--- src/hw/uart_macros.svh ---
`ifndef UART_MACROS_SVH
`define UART_MACROS_SVH

// Entries in each byte FIFO, kept a power of two so the pointers wrap
`define UART_FIFO_DEPTH 8

// Bits in one character on the line
`define UART_DATA_BITS 8

// Receiver samples per bit period
`define UART_OVERSAMPLE 16

`endif

--- src/hw/uart_cfg_pkg.sv ---
`include "uart_macros.svh"

package uart_cfg_pkg;

  // Bit period is div + 1 clock cycles
  typedef logic [15:0] baud_div_t;

  // Wide enough to hold 0 up to a full FIFO
  typedef logic [$clog2(`UART_FIFO_DEPTH + 1)-1:0] fifo_level_t;

  // Static settings of the core
  typedef struct packed {
    logic        tx_en;
    logic        rx_en;
    // Second stop bit on transmit only
    logic        two_stop;
    baud_div_t   div;
    // Transmit FIFO reports below this level
    fifo_level_t tx_mark;
    // Receive FIFO reports above this level
    fifo_level_t rx_mark;
  } uart_cfg_t;

endpackage

--- src/hw/uart_data_pkg.sv ---
`include "uart_macros.svh"

package uart_data_pkg;

  typedef logic [`UART_DATA_BITS-1:0] uart_byte_t;

  // Level flags of both FIFOs plus the sticky receive errors
  typedef struct packed {
    logic tx_full;
    logic tx_empty;
    logic tx_below_mark;
    logic rx_full;
    logic rx_empty;
    logic rx_above_mark;
    logic rx_overrun;
    logic rx_frame_error;
  } uart_status_t;

  typedef enum logic [1:0] {
    TX_IDLE,
    TX_START,
    TX_DATA,
    TX_STOP
  } tx_state_e;

  typedef enum logic [1:0] {
    RX_IDLE,
    RX_START,
    RX_DATA,
    RX_STOP
  } rx_state_e;

endpackage

--- src/hw/uart_fifo.sv ---
`timescale 1ns/1ps

`include "uart_macros.svh"

module uart_fifo (
  input  logic                        clock,
  input  logic                        reset,
  input  logic                        push,
  input  uart_data_pkg::uart_byte_t   push_data,
  output logic                        push_ready,
  input  logic                        pop,
  output uart_data_pkg::uart_byte_t   pop_data,
  output logic                        pop_valid,
  input  uart_cfg_pkg::fifo_level_t   mark,
  output uart_cfg_pkg::fifo_level_t   count,
  output logic                        below_mark,
  output logic                        above_mark
);
  import uart_data_pkg::*;
  import uart_cfg_pkg::*;

  localparam int PTR_W = $clog2(`UART_FIFO_DEPTH);

  uart_byte_t       mem [`UART_FIFO_DEPTH];
  logic [PTR_W-1:0] wr_ptr;
  logic [PTR_W-1:0] rd_ptr;
  logic             do_push;
  logic             do_pop;

  assign push_ready = (count != fifo_level_t'(`UART_FIFO_DEPTH));
  assign pop_valid  = (count != '0);
  assign do_push    = push && push_ready;
  assign do_pop     = pop && pop_valid;

  // Head is visible without a read cycle
  assign pop_data = mem[rd_ptr];

  always_ff @(posedge clock) begin
    if (do_push) begin
      mem[wr_ptr] <= push_data;
    end
  end

  always_ff @(posedge clock or posedge reset) begin
    if (reset) begin
      wr_ptr <= '0;
      rd_ptr <= '0;
      count  <= '0;
    end else begin
      // Pointers wrap on their own since the depth is a power of two
      if (do_push) begin
        wr_ptr <= wr_ptr + 1'b1;
      end
      if (do_pop) begin
        rd_ptr <= rd_ptr + 1'b1;
      end
      case ({do_push, do_pop})
        2'b10:   count <= count + 1'b1;
        2'b01:   count <= count - 1'b1;
        default: count <= count;
      endcase
    end
  end

  // Level flags follow the registered count
  assign below_mark = (count < mark);
  assign above_mark = (count > mark);

  a_count_bound : assert property (
    @(posedge clock) disable iff (reset)
    count <= fifo_level_t'(`UART_FIFO_DEPTH)
  ) else $error("FIFO count above depth");

endmodule

--- src/hw/uart_baud_gen.sv ---
`timescale 1ns/1ps

`include "uart_macros.svh"

module uart_baud_gen (
  input  logic                    clock,
  input  logic                    reset,
  input  uart_cfg_pkg::baud_div_t div,
  output logic                    bit_tick,
  output logic                    sample_tick
);
  import uart_cfg_pkg::*;

  localparam int OS_SHIFT = $clog2(`UART_OVERSAMPLE);

  baud_div_t div_q;
  baud_div_t sample_div;
  baud_div_t bit_cnt;
  baud_div_t sample_cnt;
  logic      div_change;

  // Oversample period is div / 16 rounded down, plus one
  assign sample_div = div >> OS_SHIFT;
  assign div_change = (div != div_q);

  always_ff @(posedge clock or posedge reset) begin
    if (reset) begin
      div_q       <= '0;
      bit_cnt     <= '0;
      sample_cnt  <= '0;
      bit_tick    <= 1'b0;
      sample_tick <= 1'b0;
    end else begin
      div_q <= div;
      // A new divisor restarts both periods from zero
      if (div_change || bit_cnt == div) begin
        bit_cnt <= '0;
      end else begin
        bit_cnt <= bit_cnt + 1'b1;
      end
      if (div_change || sample_cnt == sample_div) begin
        sample_cnt <= '0;
      end else begin
        sample_cnt <= sample_cnt + 1'b1;
      end
      bit_tick    <= !div_change && (bit_cnt == div);
      sample_tick <= !div_change && (sample_cnt == sample_div);
    end
  end

  // Single-cycle enables whenever the period exceeds one cycle
  a_bit_tick_pulse : assert property (
    @(posedge clock) disable iff (reset)
    (bit_tick && div != '0 && !div_change) |=> !bit_tick
  ) else $error("bit_tick held high");

  a_sample_tick_pulse : assert property (
    @(posedge clock) disable iff (reset)
    (sample_tick && sample_div != '0 && !div_change) |=> !sample_tick
  ) else $error("sample_tick held high");

endmodule

--- src/hw/uart_tx.sv ---
`timescale 1ns/1ps

`include "uart_macros.svh"

module uart_tx (
  input  logic                      clock,
  input  logic                      reset,
  input  logic                      enable,
  input  logic                      two_stop,
  input  logic                      bit_tick,
  input  uart_data_pkg::uart_byte_t data,
  input  logic                      valid,
  output logic                      ready,
  output logic                      txd
);
  import uart_data_pkg::*;

  localparam int CNT_W = $clog2(`UART_DATA_BITS);

  tx_state_e        state;
  uart_byte_t       shift;
  logic [CNT_W-1:0] bit_cnt;

  // One byte per frame, taken only while idle
  assign ready = (state == TX_IDLE) && enable;

  always_ff @(posedge clock) begin
    if (valid && ready) begin
      shift <= data;
    end else if (bit_tick && (state == TX_DATA || (state == TX_START && !txd))) begin
      shift <= shift >> 1;
    end
  end

  always_ff @(posedge clock or posedge reset) begin
    if (reset) begin
      state   <= TX_IDLE;
      bit_cnt <= '0;
      txd     <= 1'b1;
    end else begin
      case (state)
        TX_IDLE: begin
          if (valid && ready) begin
            state <= TX_START;
          end
        end
        TX_START: begin
          if (bit_tick) begin
            if (txd) begin
              // Line still idle, start bit begins here
              txd <= 1'b0;
            end else begin
              txd     <= shift[0];
              bit_cnt <= '0;
              state   <= TX_DATA;
            end
          end
        end
        TX_DATA: begin
          if (bit_tick) begin
            if (bit_cnt == CNT_W'(`UART_DATA_BITS - 1)) begin
              txd     <= 1'b1;
              bit_cnt <= '0;
              state   <= TX_STOP;
            end else begin
              txd     <= shift[0];
              bit_cnt <= bit_cnt + 1'b1;
            end
          end
        end
        TX_STOP: begin
          // bit_cnt marks the first stop bit already done
          if (bit_tick) begin
            if (two_stop && bit_cnt == '0) begin
              bit_cnt <= CNT_W'(1);
            end else begin
              state <= TX_IDLE;
            end
          end
        end
        default: state <= TX_IDLE;
      endcase
    end
  end

endmodule

--- src/hw/uart_rx.sv ---
`timescale 1ns/1ps

`include "uart_macros.svh"

module uart_rx (
  input  logic                      clock,
  input  logic                      reset,
  input  logic                      enable,
  input  logic                      sample_tick,
  input  logic                      rxd,
  output uart_data_pkg::uart_byte_t data,
  output logic                      valid,
  output logic                      frame_error
);
  import uart_data_pkg::*;

  localparam int SMP_W = $clog2(`UART_OVERSAMPLE);
  localparam int CNT_W = $clog2(`UART_DATA_BITS);
  localparam logic [SMP_W-1:0] MID_SAMPLE  = SMP_W'(`UART_OVERSAMPLE / 2 - 1);
  localparam logic [SMP_W-1:0] LAST_SAMPLE = SMP_W'(`UART_OVERSAMPLE - 1);

  rx_state_e        state;
  logic [1:0]       rxd_sync;
  logic             rxd_s;
  logic [SMP_W-1:0] smp_cnt;
  logic [CNT_W-1:0] bit_cnt;
  uart_byte_t       shift;

  assign rxd_s = rxd_sync[1];
  assign data  = shift;

  // Line comes from outside the clock domain
  always_ff @(posedge clock or posedge reset) begin
    if (reset) begin
      rxd_sync <= 2'b11;
    end else begin
      rxd_sync <= {rxd_sync[0], rxd};
    end
  end

  // LSB arrives first, so shift in from the top
  always_ff @(posedge clock) begin
    if (state == RX_DATA && sample_tick && smp_cnt == LAST_SAMPLE) begin
      shift <= {rxd_s, shift[`UART_DATA_BITS-1:1]};
    end
  end

  always_ff @(posedge clock or posedge reset) begin
    if (reset) begin
      state       <= RX_IDLE;
      smp_cnt     <= '0;
      bit_cnt     <= '0;
      valid       <= 1'b0;
      frame_error <= 1'b0;
    end else begin
      valid       <= 1'b0;
      frame_error <= 1'b0;
      case (state)
        RX_IDLE: begin
          smp_cnt <= '0;
          if (enable && !rxd_s) begin
            state <= RX_START;
          end
        end
        RX_START: begin
          if (sample_tick) begin
            if (smp_cnt == MID_SAMPLE) begin
              // A glitch is high again by mid-bit
              smp_cnt <= '0;
              bit_cnt <= '0;
              state   <= rxd_s ? RX_IDLE : RX_DATA;
            end else begin
              smp_cnt <= smp_cnt + 1'b1;
            end
          end
        end
        RX_DATA: begin
          if (sample_tick) begin
            smp_cnt <= smp_cnt + 1'b1;
            if (smp_cnt == LAST_SAMPLE) begin
              bit_cnt <= bit_cnt + 1'b1;
              if (bit_cnt == CNT_W'(`UART_DATA_BITS - 1)) begin
                state <= RX_STOP;
              end
            end
          end
        end
        RX_STOP: begin
          if (sample_tick) begin
            smp_cnt <= smp_cnt + 1'b1;
            if (smp_cnt == LAST_SAMPLE) begin
              valid       <= rxd_s;
              frame_error <= !rxd_s;
              state       <= RX_IDLE;
            end
          end
        end
        default: state <= RX_IDLE;
      endcase
    end
  end

endmodule

--- src/hw/uart_phy.sv ---
`timescale 1ns/1ps

`include "uart_macros.svh"

module uart_phy (
  input  logic                        clock,
  input  logic                        reset,
  input  uart_cfg_pkg::uart_cfg_t     cfg,
  input  uart_data_pkg::uart_byte_t   tx_data,
  input  logic                        tx_valid,
  output logic                        tx_ready,
  output uart_data_pkg::uart_byte_t   rx_data,
  output logic                        rx_valid,
  input  logic                        rx_ready,
  output uart_data_pkg::uart_status_t status,
  output logic                        txd,
  input  logic                        rxd
);
  import uart_cfg_pkg::*;
  import uart_data_pkg::*;

  uart_byte_t  tx_head;
  logic        tx_head_valid;
  logic        tx_ser_ready;
  logic        tx_below;
  fifo_level_t tx_count;
  uart_byte_t  rx_byte;
  logic        rx_byte_valid;
  logic        rx_push_ready;
  logic        rx_frame_pulse;
  logic        rx_above;
  fifo_level_t rx_count;
  logic        bit_tick;
  logic        sample_tick;
  logic        overrun_q;
  logic        frame_err_q;

  uart_fifo u_tx_fifo (
    .clock      (clock),
    .reset      (reset),
    .push       (tx_valid),
    .push_data  (tx_data),
    .push_ready (tx_ready),
    .pop        (tx_ser_ready),
    .pop_data   (tx_head),
    .pop_valid  (tx_head_valid),
    .mark       (cfg.tx_mark),
    .count      (tx_count),
    .below_mark (tx_below),
    .above_mark ()
  );

  uart_fifo u_rx_fifo (
    .clock      (clock),
    .reset      (reset),
    .push       (rx_byte_valid),
    .push_data  (rx_byte),
    .push_ready (rx_push_ready),
    .pop        (rx_ready),
    .pop_data   (rx_data),
    .pop_valid  (rx_valid),
    .mark       (cfg.rx_mark),
    .count      (rx_count),
    .below_mark (),
    .above_mark (rx_above)
  );

  uart_baud_gen u_baud_gen (
    .clock       (clock),
    .reset       (reset),
    .div         (cfg.div),
    .bit_tick    (bit_tick),
    .sample_tick (sample_tick)
  );

  // Pop happens on the same edge the serializer takes the head
  uart_tx u_tx (
    .clock    (clock),
    .reset    (reset),
    .enable   (cfg.tx_en),
    .two_stop (cfg.two_stop),
    .bit_tick (bit_tick),
    .data     (tx_head),
    .valid    (tx_head_valid),
    .ready    (tx_ser_ready),
    .txd      (txd)
  );

  uart_rx u_rx (
    .clock       (clock),
    .reset       (reset),
    .enable      (cfg.rx_en),
    .sample_tick (sample_tick),
    .rxd         (rxd),
    .data        (rx_byte),
    .valid       (rx_byte_valid),
    .frame_error (rx_frame_pulse)
  );

  // Errors stay set until reset
  always_ff @(posedge clock or posedge reset) begin
    if (reset) begin
      overrun_q   <= 1'b0;
      frame_err_q <= 1'b0;
    end else begin
      if (rx_byte_valid && !rx_push_ready) begin
        overrun_q <= 1'b1;
      end
      if (rx_frame_pulse) begin
        frame_err_q <= 1'b1;
      end
    end
  end

  assign status.tx_full        = (tx_count == fifo_level_t'(`UART_FIFO_DEPTH));
  assign status.tx_empty       = (tx_count == '0);
  assign status.tx_below_mark  = tx_below;
  assign status.rx_full        = (rx_count == fifo_level_t'(`UART_FIFO_DEPTH));
  assign status.rx_empty       = (rx_count == '0);
  assign status.rx_above_mark  = rx_above;
  assign status.rx_overrun     = overrun_q;
  assign status.rx_frame_error = frame_err_q;

endmodule

--- config.mk ---
export PLATFORM = sky130hd
export DESIGN_NAME = uart_phy
export DESIGN_NICKNAME = d
export VERILOG_FILES = /design/src/hw/uart_cfg_pkg.sv /design/src/hw/uart_data_pkg.sv /design/src/hw/uart_fifo.sv /design/src/hw/uart_baud_gen.sv /design/src/hw/uart_tx.sv /design/src/hw/uart_rx.sv /design/src/hw/uart_phy.sv
export VERILOG_INCLUDE_DIRS = /design/src /design/src/hw
export SDC_FILE = /design/constraint.sdc
export NUM_CORES = 1
export LEC_CHECK = 0
export BUFFER_PORTS_ARGS = -buffer_cell sky130_fd_sc_hd__buf_4
export CAP_MARGIN = 15
export CORE_MARGIN = 2
export CORE_UTILIZATION = 61
export DETAILED_ROUTE_END_ITERATION = 16
export PLACE_DENSITY = 0.8
export SLEW_MARGIN = 0
export SYNTH_ARGS = -nofsm -noshare
export SYNTH_HDL_FRONTEND = slang
export SYNTH_HIERARCHICAL = 1
export SYNTH_SLANG_ARGS = --single-unit
--- constraint.sdc ---
create_clock -name clock -period 3.4 [get_ports clock]
set_input_delay 0.51 -clock clock [delete_from_list [all_inputs] [get_ports clock]]
set_output_delay 0.51 -clock clock [all_outputs]
set_load 0.01 [all_outputs]
## Word-level counts from Yosys, hierarchy flattened

Memory sizes are Yosys's and may differ from the RTL's.
Index checks and enable logic that the tools add are counted.
Widths: inputs -> output; s select.

- Flip-flop bits (word level): 107
- Bits in writable memories: 128
- Input bits: 40
- Memories: 2

Memory list:

| memory | depth | width | rd ports | clocked after memory_dff | wr ports | RTL line | text |
|---|---|---|---|---|---|---|---|
| u_rx_fifo.mem | 8 | 8 | 1 | 0 | 1 | uart_fifo.sv:24 | `` uart_byte_t mem [`UART_FIFO_DEPTH]; `` |
| u_tx_fifo.mem | 8 | 8 | 1 | 0 | 1 | uart_fifo.sv:24 |  |

- Add/sub/neg operators: 13
- $lt $le $gt $ge: 2
- Equality and inequality tests: 38
- Multiplexer cells: 55
- Reductions and logical operators: 41

Operators by type and width:

| kind | number |
|---|---|
| $add 16x1->16 const B | 2 |
| $mux 16 | 2 |
| $mux 2 | 16 |
| $mux 3 | 10 |
| $ne 2x2->1 const B | 12 |
| $add 3x1->3 const B | 6 |
| $eq 16x12->1 | 1 |
| $eq 16x16->1 | 1 |
| $mux 8 | 2 |
| $ne 16x16->1 | 1 |
| $pmux 2 s4 | 2 |
| $pmux 4 s2 | 2 |
| $logic_and 1x1->1 | 14 |
| $mux 1 | 14 |
| $add 4x1->4 const B | 3 |
| $eq 2x2->1 const B | 6 |
| $eq 4x4->1 const B | 3 |
| $mux 4 | 3 |
| $pmux 4 s3 | 1 |
| $ne 2x1->1 const B | 5 |
| $reduce_bool 2->1 | 5 |
| $pmux 3 s3 | 1 |
| $eq 2x1->1 const B | 4 |
| $logic_not 4->1 | 2 |
| other kinds (21) | 31 |

## Longest topological paths before layout

- Depth after elaboration: 6
- Mapped depth: 10

## By module

Netlist, hierarchy kept.

By module, submodules not included:

| module | times used | cells an instance | area each (um^2) | sequential area each (um^2) |
|---|---|---|---|---|
| uart_fifo | 2 | 171 | 3,228.1 | 2,172.1 |
| uart_baud_gen | 1 | 233 | 2,527.4 | 1,251.2 |
| uart_rx | 1 | 73 | 929.6 | 568.0 |
| uart_tx | 1 | 63 | 789.5 | 391.6 |
| uart_phy | 1 | 14 | 156.4 | 50.0 |

## Worst setup path after synthesis

Ideal clock, no wire load.

- Kind: register -> register
- Start point: register u_tx_fifo.count[0]
- End point: register u_tx_fifo.count[3]
- Arrival: 2.618 ns
- Slack: 0.648 ns
- Cell stages (with the launch flop): 9
- Buffers on the path: 1
- Period minus slack after synthesis: 2.752 ns
- Cells stage by stage: dfrtp_1 -> or4b_1 -> buf_2 -> nand2_4 -> ha_1 -> ha_1 -> or4b_2 -> o311ai_0 -> o211ai_1

- Cells in the longest elaborated chain, start to end: 4
- Elaborated cells between the ends (all ways): 10

Ends and longest elaborated chain:

| what | RTL line | text |
|---|---|---|
| start, declared | uart_fifo.sv:15 | `output uart_cfg_pkg::fifo_level_t count,` |
| start signal, assigned | uart_fifo.sv:58 | `2'b10: count <= count + 1'b1;` |
| start signal, assigned | uart_fifo.sv:59 | `2'b01: count <= count - 1'b1;` |
| start signal, assigned | uart_fifo.sv:60 | `default: count <= count;` |
| $ne 4x4->1 (*) | uart_fifo.sv:30 | `` assign push_ready = (count != fifo_level_t'(`UART_FIFO_DEPTH)); `` |
| net tx_ready | uart_phy.sv:11 | `output logic tx_ready,` |
| $logic_and 1x1->1 (*) | uart_fifo.sv:32 | `assign do_push = push && push_ready;` |
| $eq 2x1->1 or $eq 2x2->1 (tied branches) | uart_fifo.sv:57 | `case ({do_push, do_pop})` |
| $pmux 4 s2 or $reduce_bool 2->1 (tied branches) | n/a |  |

The timed path passes the listed nets; every way through them passes the cells marked *.
A chain may end at the register's enable or synchronous reset.

## Worst setup path in the final report

- Start point: register u_rx_fifo.count[0]
- End point: register u_rx_fifo.count[3]

- Cells in the longest elaborated chain, start to end: 4
- Elaborated cells between the ends (all ways): 10

Ends and longest elaborated chain:

| what | RTL line | text |
|---|---|---|
| start, declared | uart_fifo.sv:15 |  |
| start signal, assigned | uart_fifo.sv:58 |  |
| start signal, assigned | uart_fifo.sv:59 |  |
| start signal, assigned | uart_fifo.sv:60 |  |
| $ne 4x4->1 (*) | uart_fifo.sv:30 |  |
| net rx_push_ready | uart_phy.sv:29 | `logic rx_push_ready;` |
| $logic_and 1x1->1 (*) | uart_fifo.sv:32 |  |
| $eq 2x1->1 or $eq 2x2->1 (tied branches) | uart_fifo.sv:57 |  |
| $pmux 4 s2 or $reduce_bool 2->1 (tied branches) | n/a |  |

Marks and branches as above.

==> reports/qor.yml <==
routed_wl_mm: 20.6
syn_to_final_growth_pct: 13.2
capturing_element_type_of_the_critical_path: "flip-flop"
detailed_place.area_sq_um: 11500
report.final.slew_viol_count: 0
cts_inserted_buffers: 24
port_buffers: 58
detail-route-antenna-nets: 0
crit_chain: "or4b_1 -> nand2_4 -> ha_1 -> ha_1 -> or4b_2 -> o311ai_0 -> o211ai_1"
max-cap-violations: 0
detail_route.first_pass.iterations: 5
grt_max_degree: 51
drc_violation_count_after_routing: 0
hold_viol_final: 0
global_route_wire_length_before_repair_mm: 33.6
synthCells: 723
cts_buffer_depth: 3
worst_ir_drop_vdd_mv: 0.403
number_of_antenna_violations_at_the_first_check_in_global_routing: 0
critical_path_peak_fanout: 9
initial_utilization_pct: 62.5
startpoint_type: "flip-flop"
grtUsageTotal_pct: 23.1
fin_setup_tns_ns: 0
cell_total_after_placement: 993
timing.final.ws_setup_ns: 0.384
grt_pass1_vias: 6535
postSynthAreaPerCell_sq_um: 15.0
cts-root-buf: "clkbuf_16"
dp_worst_setup_slack_ns: 0.419
dieHeight_um: 137
yosysWarnings: 6
drtIter0Drc: 371
h-tree-depth: 1
finish.instance_area_sq_um: 12300
floorplan.die_area_sq_um: 18900
setup_viol_count_final: 0
worstSetupPathType: "reg2reg"
gp_congestion: 0.849
clock-sinks: 235
share_of_the_clock_period_used_by_the_worst_path_after_layout_pct: 88.7
antennaDiodeCount: 0
hpwl_mm: 13.5
die_w_um: 137
final.min_clock_period_ns: 3.02
cts_tree: "done"
powerDensity_nw_per_um2: 599
grt_remaining_overflow: 0
slowest_stage_delay_cp_ns: 0.67
detail_routed_via_count_per_cell: 6.17
outcome: "finished, final reports clean"
finalNonFillerCells: 1039
crit_path_top_delay_cell: "or4b_1"
highest_clock_rate_mhz: 332
hold_class: "in2reg"
worst_ep_arrival_time_ns: 3.40
path_clk_slew_ns: 0.06
setup_repair_after_global_routing_missed_its_margin: "false"
worst_slew_margin_relative_to_its_limit_pct: 33.7
leakage_nw: 4.70
crit_required_ns: 3.78
drive_gt1_share_pct: 20.1
core_area_sq_um: 17400
avgRoutedWirePerCell_um: 19.8
clock-skew-final_ns: 0.0139
crit_path_frequent_cell: "ha_1"
placement_rows: 48
worst_pin_slew_ns: 0.991
cts_post_setup_buffers_inserted: 0
final_core_util_pct: 70.7
worst_skew_pair.late_latency_ns: 0.52
synth.net_count: 795
synth.cell_area_sq_um: 10800
boundaryPins: 59
via_count: 6410
final_nets: 868
[cell type report]
type,count,area [sq um]
flip-flops and latches,235,6610
multi-input cells,423,3910
clock buffers,34,648
well taps,225,282
clock inverters,10,115
inverters,37,139
fillers,1102,5080
repair buffers,75,578
[report_power, final]
part	internal, mW	total, mW	switching (mW)	leakage (nW)
logic	0.709	1.34	0.631	1.83
clock network	1.49	2.53	1.04	0.376
registers	3.24	3.48	0.239	2.49
[placed cells by master, fill, tap and decap left out, types with 7 or more instances in the layout]
master	instances
nor2_1	14
dfrtp_1	88
a21oi_1	12
clkbuf_1	9
o21ai_0	14
xor2_1	34
edfxtp_1	144
clkbuf_16	24
nor3_1	41
nor4_1	15
xnor2_1	50
nand4_1	17
nand2_1	21
inv_1	36
mux2i_1	7
ha_1	30
mux2_2	23
nand3_1	23
mux4_1	32
buf_4	73
[sequential cells by signal (all words and copies together) (netlist names), 4 cells and up, named ones only]
name / count
u_baud_gen/div_q: 16
u_baud_gen/sample_cnt: 16
u_rx/data: 8
u_baud_gen/bit_cnt: 16
u_tx_fifo/mem: 64
u_rx_fifo/mem: 64
u_tx_fifo/count: 4
u_tx/shift: 8
u_rx/smp_cnt: 4
u_rx_fifo/count: 4
[metrics by stage]
stage	hold WS, ns	total power, mW
floorplan	0.251	4.42
global placement	0.347	4.77
detailed placement	0.347	4.87
CTS	0.112	7.40
global route	0.112	7.66
finish	0.126	7.35
[metal layers]
layer | track usage, % | share of wire, % | up-vias
li1 | - | - | 2917
met1 | 30.1 | 40 | 3218
met2 | 41.0 | 52 | 240
met3 | 3.75 | 5.8 | 35
met4 | 5.21 | 1.7 | 0
met5 | 0 | 0 | -
[critical path: cells and delay by family, from the launching register on]
kind / cells / cell delay (ns)
compound gates: 2 / 0.26
simple gates: 3 / 1.46
flops: 1 / 0.48
fa+ha+maj: 2 / 0.69
[worst paths after layout]
path                               startpoint            endpoint  slack [ns]  cells past startpoint
hold / removal                            rxd    u_rx/rxd_sync[0]        0.13                      1
setup reg to reg           u_rx_fifo/count[0]  u_rx_fifo/count[3]        0.38                      7
max in group asynchronous               reset    u_rx/rxd_sync[1]        2.39                      3
min in group asynchronous               reset         frame_err_q        0.48                      3
setup / recovery           u_rx_fifo/count[0]  u_rx_fifo/count[3]        0.38                      7
hold reg to reg              u_rx/rxd_sync[0]    u_rx/rxd_sync[1]        0.36                      0
[what timing repair did]
item                      4_1_cts  5_1_grt
hold endpoints to repair        7        0
resized for setup               0        0
hold buffers                    1        0
(Power assumes the default switching activity.)
